--- config.mk ---
export PLATFORM = sky130hd
export DESIGN_NAME = tetris_top
export DESIGN_NICKNAME = d
export VERILOG_FILES = /design/src/rtl/tetris_pkg.sv /design/src/rtl/piece_if.sv /design/src/rtl/tetris_top.sv /design/src/rtl/game_ctrl.sv /design/src/rtl/shift_unit.sv /design/src/rtl/drop_unit.sv /design/src/rtl/piece_gen.sv /design/src/rtl/key_strobe.sv
export SDC_FILE = /design/constraint.sdc
export NUM_CORES = 2
export LEC_CHECK = 0
export BUFFER_PORTS_ARGS = -buffer_cell sky130_fd_sc_hd__buf_2
export CORE_ASPECT_RATIO = 2
export CORE_MARGIN = 2
export CORE_UTILIZATION = 25
export DETAILED_ROUTE_END_ITERATION = 12
export SLEW_MARGIN = 20
export SYNTH_ARGS = -nofsm -noshare
export SYNTH_HDL_FRONTEND = slang
export SYNTH_SLANG_ARGS = --single-unit
export TNS_END_PERCENT = 100
--- constraint.sdc ---
create_clock -name clk -period 16.2 [get_ports clk]
set_input_delay 1.62 -clock clk [delete_from_list [all_inputs] [get_ports clk]]
set_output_delay 1.62 -clock clk [all_outputs]
set_load 0.1 [all_outputs]
--- src/rtl/tetris_pkg.sv ---
package tetris_pkg;

    // Board geometry
    localparam int ROWS = 20; // Row 0 at the top
    localparam int COLS = 10; // Column 0 at the left

    // Column 0 sits in the MSB of a row
    typedef logic [0:COLS-1] row_t;

    // Row 0 is the most significant row of the board
    typedef row_t [0:ROWS-1] board_t;

    // Shapes in issue order
    typedef enum logic [2:0] {
        PIECE_I,
        PIECE_O,
        PIECE_T,
        PIECE_L,
        PIECE_J,
        PIECE_S,
        PIECE_Z
    } piece_t;

    // Controller states
    typedef enum logic [1:0] {
        SPAWN,
        FALLING,
        LANDED,
        GAMEOVER
    } game_state_t;

    // Spawn position of each shape, rows 0 and 1 only
    function automatic board_t spawn_shape(piece_t p);
        board_t b;
        b = '0;
        case (p)
            PIECE_I: b[0][3:6] = 4'b1111;
            PIECE_O: begin
                b[0][4:5] = 2'b11;
                b[1][4:5] = 2'b11;
            end
            PIECE_T: begin
                b[0][3:5] = 3'b111;
                b[1][4]   = 1'b1; // Stem under the middle
            end
            PIECE_L: begin
                b[0][3:5] = 3'b111;
                b[1][3]   = 1'b1;
            end
            PIECE_J: begin
                b[0][3:5] = 3'b111;
                b[1][5]   = 1'b1;
            end
            PIECE_S: begin
                b[0][4:5] = 2'b11;
                b[1][3:4] = 2'b11;
            end
            PIECE_Z: begin
                b[0][3:4] = 2'b11;
                b[1][4:5] = 2'b11;
            end
            default: b = '0;
        endcase
        return b;
    endfunction

endpackage
--- src/rtl/piece_if.sv ---
`timescale 1ns/1ps

interface piece_if;
    import tetris_pkg::*;

    board_t active;    // Current falling piece
    board_t stack;     // Settled cells
    board_t candidate; // Proposed next position
    logic   blocked;   // Proposal not allowed

    // Controller side
    modport ctrl (
        output active,
        output stack,
        input  candidate,
        input  blocked
    );

    // Drop or shift side
    modport mover (
        input  active,
        input  stack,
        output candidate,
        output blocked
    );

endinterface

--- src/rtl/tetris_top.sv ---
`timescale 1ns/1ps

module tetris_top (
    input  logic                                             clk,
    input  logic                                             reset,
    input  logic                                             tick,
    input  logic                                             left_key,
    input  logic                                             right_key,
    input  logic                                             new_game,
    output logic [0:tetris_pkg::ROWS-1][0:tetris_pkg::COLS-1] display,
    output logic [2:0]                                       piece_type,
    output logic                                             spawn,
    output logic                                             landed,
    output logic                                             game_over
);
    import tetris_pkg::*;

    logic   left_pulse;  // Synchronized key strobes
    logic   right_pulse;
    board_t spawn_mask;  // Next shape from the generator

    piece_if drop_bus ();
    piece_if shift_bus ();

    key_strobe left_sync (
        .clk   (clk),
        .reset (reset),
        .key   (left_key),
        .pulse (left_pulse)
    );

    key_strobe right_sync (
        .clk   (clk),
        .reset (reset),
        .key   (right_key),
        .pulse (right_pulse)
    );

    piece_gen gen (
        .clk        (clk),
        .reset      (reset),
        .spawn      (spawn),
        .piece_type (piece_type),
        .spawn_mask (spawn_mask)
    );

    drop_unit drop (
        .bus (drop_bus.mover)
    );

    shift_unit shift (
        .left_pulse  (left_pulse),
        .right_pulse (right_pulse),
        .bus         (shift_bus.mover)
    );

    game_ctrl ctrl (
        .clk        (clk),
        .reset      (reset),
        .tick       (tick),
        .new_game   (new_game),
        .spawn_mask (spawn_mask),
        .drop_bus   (drop_bus.ctrl),
        .shift_bus  (shift_bus.ctrl),
        .display    (display),
        .spawn      (spawn),
        .landed     (landed),
        .game_over  (game_over)
    );

endmodule

--- src/rtl/game_ctrl.sv ---
`timescale 1ns/1ps

module game_ctrl (
    input  logic               clk,
    input  logic               reset,
    input  logic               tick,      // Drop rate strobe
    input  logic               new_game,
    input  tetris_pkg::board_t spawn_mask, // Shape of the piece to enter
    piece_if.ctrl              drop_bus,
    piece_if.ctrl              shift_bus,
    output tetris_pkg::board_t display,
    output logic               spawn,
    output logic               landed,
    output logic               game_over
);
    import tetris_pkg::*;

    game_state_t state, state_next;
    board_t      active, active_next; // Falling piece
    board_t      stack, stack_next;   // Settled cells
    logic        spawn_hit;           // New piece lands on the stack

    // Both movers see the same piece and stack
    assign drop_bus.active  = active;
    assign drop_bus.stack   = stack;
    assign shift_bus.active = active;
    assign shift_bus.stack  = stack;

    assign spawn_hit = |(spawn_mask & stack);

    always_comb begin
        state_next  = state;
        active_next = active;
        stack_next  = stack;
        case (state)
            SPAWN: begin
                if (spawn_hit) begin
                    state_next = GAMEOVER; // Active stays clear
                end else begin
                    active_next = spawn_mask;
                    state_next  = FALLING;
                end
            end
            FALLING: begin
                if (tick) begin
                    // Drop wins, any shift this cycle is lost
                    if (drop_bus.blocked)
                        state_next = LANDED;
                    else
                        active_next = drop_bus.candidate;
                end else if (!shift_bus.blocked) begin
                    active_next = shift_bus.candidate;
                end
            end
            LANDED: begin
                stack_next  = stack | active; // Merge piece
                active_next = '0;
                state_next  = SPAWN;
            end
            GAMEOVER: begin
                if (new_game) begin
                    stack_next = '0; // Fresh board
                    state_next = SPAWN;
                end
            end
            default: state_next = SPAWN;
        endcase
    end

    always_ff @(posedge clk or posedge reset) begin
        if (reset) begin
            state  <= SPAWN;
            active <= '0;
            stack  <= '0;
        end else begin
            state  <= state_next;
            active <= active_next;
            stack  <= stack_next;
        end
    end

    // Piece only visible while it is on the board
    always_comb begin
        case (state)
            FALLING, LANDED: display = stack | active;
            default:         display = stack;
        endcase
    end

    // State decodes
    assign spawn     = (state == SPAWN);    // Piece type steps after this cycle
    assign landed    = (state == LANDED);   // One cycle per landing
    assign game_over = (state == GAMEOVER); // Level until new_game

endmodule

--- src/rtl/shift_unit.sv ---
`timescale 1ns/1ps

module shift_unit (
    input  logic   left_pulse,
    input  logic   right_pulse,
    piece_if.mover bus
);
    import tetris_pkg::*;

    typedef enum logic [1:0] {
        DIR_NONE,
        DIR_LEFT,
        DIR_RIGHT
    } shift_dir_t;

    shift_dir_t dir;
    board_t     moved;
    logic       wall;    // Piece already touches the chosen edge
    logic       overlap;

    // Both or neither pulse means no move
    always_comb begin
        case ({left_pulse, right_pulse})
            2'b10:   dir = DIR_LEFT;
            2'b01:   dir = DIR_RIGHT;
            default: dir = DIR_NONE;
        endcase
    end

    always_comb begin
        moved = bus.active;
        wall  = 1'b0;
        for (int r = 0; r < ROWS; r++) begin
            case (dir)
                DIR_LEFT: begin
                    moved[r] = bus.active[r] << 1; // Toward column 0
                    wall     = wall | bus.active[r][0];
                end
                DIR_RIGHT: begin
                    moved[r] = bus.active[r] >> 1;
                    wall     = wall | bus.active[r][COLS-1];
                end
                default: moved[r] = bus.active[r];
            endcase
        end
    end

    assign overlap = |(moved & bus.stack);

    assign bus.candidate = moved;
    assign bus.blocked   = (dir == DIR_NONE) | wall | overlap;

endmodule

--- src/rtl/drop_unit.sv ---
`timescale 1ns/1ps

module drop_unit (
    piece_if.mover bus
);
    import tetris_pkg::*;

    board_t moved;   // Piece one row lower
    logic   floor;   // Piece rests on the bottom row
    logic   overlap; // Moved piece hits the stack

    always_comb begin
        moved[0] = '0; // Nothing enters from above
        for (int r = 1; r < ROWS; r++) begin
            moved[r] = bus.active[r-1];
        end
    end

    // Bottom row would fall off the board
    assign floor = |bus.active[ROWS-1];

    // Any shared cell with the settled cells
    assign overlap = |(moved & bus.stack);

    assign bus.candidate = moved;
    assign bus.blocked   = floor | overlap;

endmodule

--- src/rtl/piece_gen.sv ---
`timescale 1ns/1ps

module piece_gen (
    input  logic                clk,
    input  logic                reset,
    input  logic                spawn,      // Advance after this cycle
    output tetris_pkg::piece_t  piece_type,
    output tetris_pkg::board_t  spawn_mask
);
    import tetris_pkg::*;

    piece_t type_q; // Shape of the next piece to enter
    piece_t type_next;

    // Fixed issue order, wraps after Z
    always_comb begin
        type_next = type_q;
        if (spawn) begin
            if (type_q == PIECE_Z)
                type_next = PIECE_I;
            else
                type_next = piece_t'(type_q + 3'd1);
        end
    end

    always_ff @(posedge clk or posedge reset) begin
        if (reset)
            type_q <= PIECE_I; // First piece is always I
        else
            type_q <= type_next;
    end

    assign piece_type = type_q;

    // Shape table lookup
    assign spawn_mask = spawn_shape(type_q);

endmodule

--- src/rtl/key_strobe.sv ---
`timescale 1ns/1ps

module key_strobe (
    input  logic clk,
    input  logic reset,
    input  logic key,   // Raw asynchronous key level
    output logic pulse  // One cycle per press
);

    logic sync_1; // First stage, may go metastable
    logic sync_2; // Synchronized level
    logic sync_d; // Previous synchronized level

    always_ff @(posedge clk or posedge reset) begin
        if (reset) begin
            sync_1 <= 1'b0;
            sync_2 <= 1'b0;
            sync_d <= 1'b0;
        end else begin
            sync_1 <= key;
            sync_2 <= sync_1;
            sync_d <= sync_2;
        end
    end

    // Rising edge of the synchronized level
    // Held key stays high in both stages so no repeat
    assign pulse = sync_2 & ~sync_d;

endmodule

==> flow_summary_export.csv <==
group,metric,value,unit
outcome,status,"finished, final reports clean",
timing,rsz0062_at_grt,"no",
synth,netlist_top_cells_area,"dfrtp_1 42%, o2bb2ai_1 6.8%, a22oi_1 6.1%",
global_routing,grt.total_usage,0.3205,
clocking,cts_max_path_buffers,3,
setup_path,crit_path_start_kind,"flip-flop",
setup_path,path_max_fanout,147,
timing,hold_viol_final,0,
global_routing,antenna_found_initial,17,
global_routing,grt_pass1_vias,24430,
placed_design,io_buffer_count,211,
synth,ys.flop_type,"dfrtp_1",
timing,slew_viol_final,0,
pwr,clkPwrFrac,0.241,
clocking,cts_setup_buffers,0,
placed_design,gp_congestion,1.089,
synth,synth_top_area_cell,"dfrtp_1",
timing,relSlewSlack,0.1310,
pwr,p_per_area,155.3,nW/um^2
synth,syn_inst,2766,
pwr,comb_power_share,0.452,
clocking,postCtsHoldBufs,0,
synth,synth_edf_count,0,
timing,layout_min_cycle_time,6614,ps
global_routing,met2_usage,0.5195,
pwr,internal-power,0.002003,W
detailed_routing,drtPass1Iterations,8,
setup_path,r2r_slack,9590,ps
pwr,seq_power_share,0.307,
global_routing,grt_max_degree,187,
clocking,cts_tree,"done",
floorplanning,dieHeight,448.6,um
detailed_routing,drt-vias-per-instance,6.377,
layout,final_nets,2679,
timing,worst_pin_slew,1304,ps
layout,drive_above_1_share,0.1326,
floorplanning,die_w,226.3,um
setup_path,required,16660,ps
global_routing,grtUsageMet1,0.3423,
detailed_routing,drtAntennaViolNets,0,
floorplanning,die-area,101500,um^2
clocking,worstSkewPairLatency,610,ps
synth,syn_area,24710,um^2
global_routing,grt_pass1_wl,222.4,mm
placed_design,place_hpwl,118.8,mm
synth,avgSynthCellArea,8.933,um^2
clocking,cts_root_buf,"clkbuf_16",
layout,fill_cells,10600,
detailed_routing,drt_iter0_drc,3796,
detailed_routing,wl_per_cell,41.07,um
synth,yosys.cell_count.top_type,"dfrtp_1",
timing,setup-tns-final,0,ps
floorplanning,io_pins,212,
timing,fmax,151.2,MHz
floorplanning,coreArea,98300,um^2
detailed_routing,vias,25630,
synth,synth_warnings,0,
timing,post-route-period-util,0.4083,
floorplanning,row_count,163,
hold_path,hp-class,"flip-flop to flip-flop",
global_routing,grt-busiest-layer,"met2",
global_routing,grt_overflow,0,
synth,ys_seq_elements,411,
synth,synth.distinct_cells,59,
timing,finalSetupViolations,0,
setup_path,endpoint_kind,"flip-flop",
pwr,ir_worst_vdd,0.1108,mV
floorplanning,initial_core_util,0.2514,
layout,syn_to_final_growth,12.30,%
setup_path,cp.arrival,7070,ps
setup_path,crit_type,"flip-flop to flip-flop",
global_routing,groute.layer.met3.usage,0.06839,
timing,skew,18.67,ps
clocking,cts_max_level,2,
layout,fin_cells,4019,
placed_design,dp_cells,3939,
synth,seq_area_frac_synth,0.4162,
pwr,power.leakage,13.23,nW
clocking,postCtsResizedCells,0,
synth,synth_top_cell_area_share,0.4162,
detailed_routing,wirelength,165.1,mm
flow_run,drv_cap,0,
synth,synthArstFlopShare,1.000,
pwr,switching_share,0.5353,
clocking,cts_sinks,411,
synth,synth_fp_nets,2778,
synth,synth_common_cells,"411 x dfrtp_1, 323 x clkbuf_1, 239 x a21oi_1",
detailed_routing,drc,0,
pwr,switchingPower,0.002308,W
clocking,clkTransAtPathRegs,60,ps
clocking,cts_buffers,40,
[power groups by stage]
stage          Sequential (W)  Clock [W]  Combinational [W]
2_1_floorplan         0.00121          0            0.00143
3_3_place_gp          0.00133          0            0.00190
3_5_place_dp          0.00133          0            0.00191
4_1_cts               0.00131    0.00105            0.00191
5_1_grt               0.00132    0.00108            0.00201
6_report              0.00132    0.00104            0.00195
[path summary, 6_finish.rpt]
| path | from | cells after the start | to |
|---|---|---|---|
| setup / recovery | right_sync.sync_2 | 15 | ctrl.drop_bus.active[177] |
| hold / removal | right_sync.sync_1 | 0 | right_sync.sync_2 |
| setup reg to reg | right_sync.sync_2 | 15 | ctrl.drop_bus.active[177] |
| hold reg to reg | right_sync.sync_1 | 0 | right_sync.sync_2 |
| max in group asynchronous | reset | 4 | ctrl.drop_bus.stack[61] |
| min in group asynchronous | reset | 2 | ctrl.drop_bus.active[165] |
[cells by family (layout without fill, tap and decap cells)]
group / after synthesis / in the layout / synth area share
compound gates: 1214 / 1214 / 0.3670
xor+xnor: 2 / 2 / 0.0007091
fa+ha+maj: 6 / 6 / 0.003038
buf+inv: 435 / 361 / 0.07034
flops: 411 / 411 / 0.4162
mux: 10 / 10 / 0.004304
other cells: 0 / 7 / 0
simple gates: 688 / 688 / 0.1383
[critical path: stages, from the launching register on]
cell and delay [ps]:
dfrtp_1 370, nand2b_1 140, inv_1 90, ha_4 650, buf_12 470, buf_4 750
nor2b_1 230, a22o_1 260, a2111oi_1 810, nand4_1 230, or3_4 450, nor4b_4 460
o21ai_4 100, buf_4 400, buf_4 500, o2bb2ai_1 230
[through the flow]
| step | util | power (W) | area [um^2] | hold slack, ps | worst slack, ps |
|---|---|---|---|---|---|
| after floorplan | - | 0.002645 | 24710 | 331.2 | 3144 |
| after global placement | 0.2678 | 0.003228 | 26330 | 345.1 | 9864 |
| after detailed placement | 0.2678 | 0.003239 | 26330 | 347.5 | 9811 |
| after CTS | 0.2816 | 0.004269 | 27680 | 361.8 | 9786 |
| after global routing | 0.2821 | 0.004409 | 27740 | 366.3 | 9392 |
| final | 0.2823 | 0.004310 | 27750 | 361.0 | 9586 |
[flip-flops by register name (all words and copies together), names as in the netlist]
| signal | flops |
|---|---|
| ctrl.drop_bus.active | 200 |
| right_sync.sync_d | 1 |
| left_sync.sync_d | 1 |
| ctrl.state | 2 |
| ctrl.drop_bus.stack | 200 |
| left_sync.sync_1 | 1 |
| right_sync.sync_1 | 1 |
| left_sync.sync_2 | 1 |
| gen.piece_type | 3 |
| right_sync.sync_2 | 1 |
[per-layer routing]
| layer | up-vias | share of wire |
|---|---|---|
| met4 | 14 | 0.12 |
| met5 | - | 0.00054 |
| li1 | 10300 | - |
| met3 | 533 | 0.076 |
| met2 | 1730 | 0.47 |
| met1 | 13060 | 0.33 |
[area by class of cell]
class / count / area [um^2] / area share
Multi-Input combinational cell: 1920 / 12790 / 0.4610
Inverter: 19 / 78.83 / 0.002841
Clock inverter: 14 / 209.0 / 0.007530
Clock buffer: 53 / 1141 / 0.04112
Antenna cell: 7 / 17.52 / 0.0006313
Sequential cell: 411 / 10280 / 0.3707
Timing Repair Buffer: 275 / 1574 / 0.05673
Tap cell: 1320 / 1652 / 0.05952
[cell usage in the layout (no fill, tap or decap), drive strengths merged, types with 5 or more instances in the layout]
cell type  instances
dfrtp            411
buf              273
a21oi            239
nor2             212
a22oi            202
a21o             197
o2bb2ai          191
a221o            119
nand2b           118
nand2            115
nand3            114
a32oi            107
o21ai             78
clkbuf            55
nand4             51
inv               20
nor4              18
a21boi            13
a22o              12
and3              12
nand3b            11
a221oi            11
and2               9
and3b              8
o21a               8
diode              7
a2111oi            7
clkinv             7
ha                 6
a2bb2oi            5
mux2i              5
a32o               5
bufinv             5
mux2               5
Note: power is estimated with default switching activity, not from simulation.
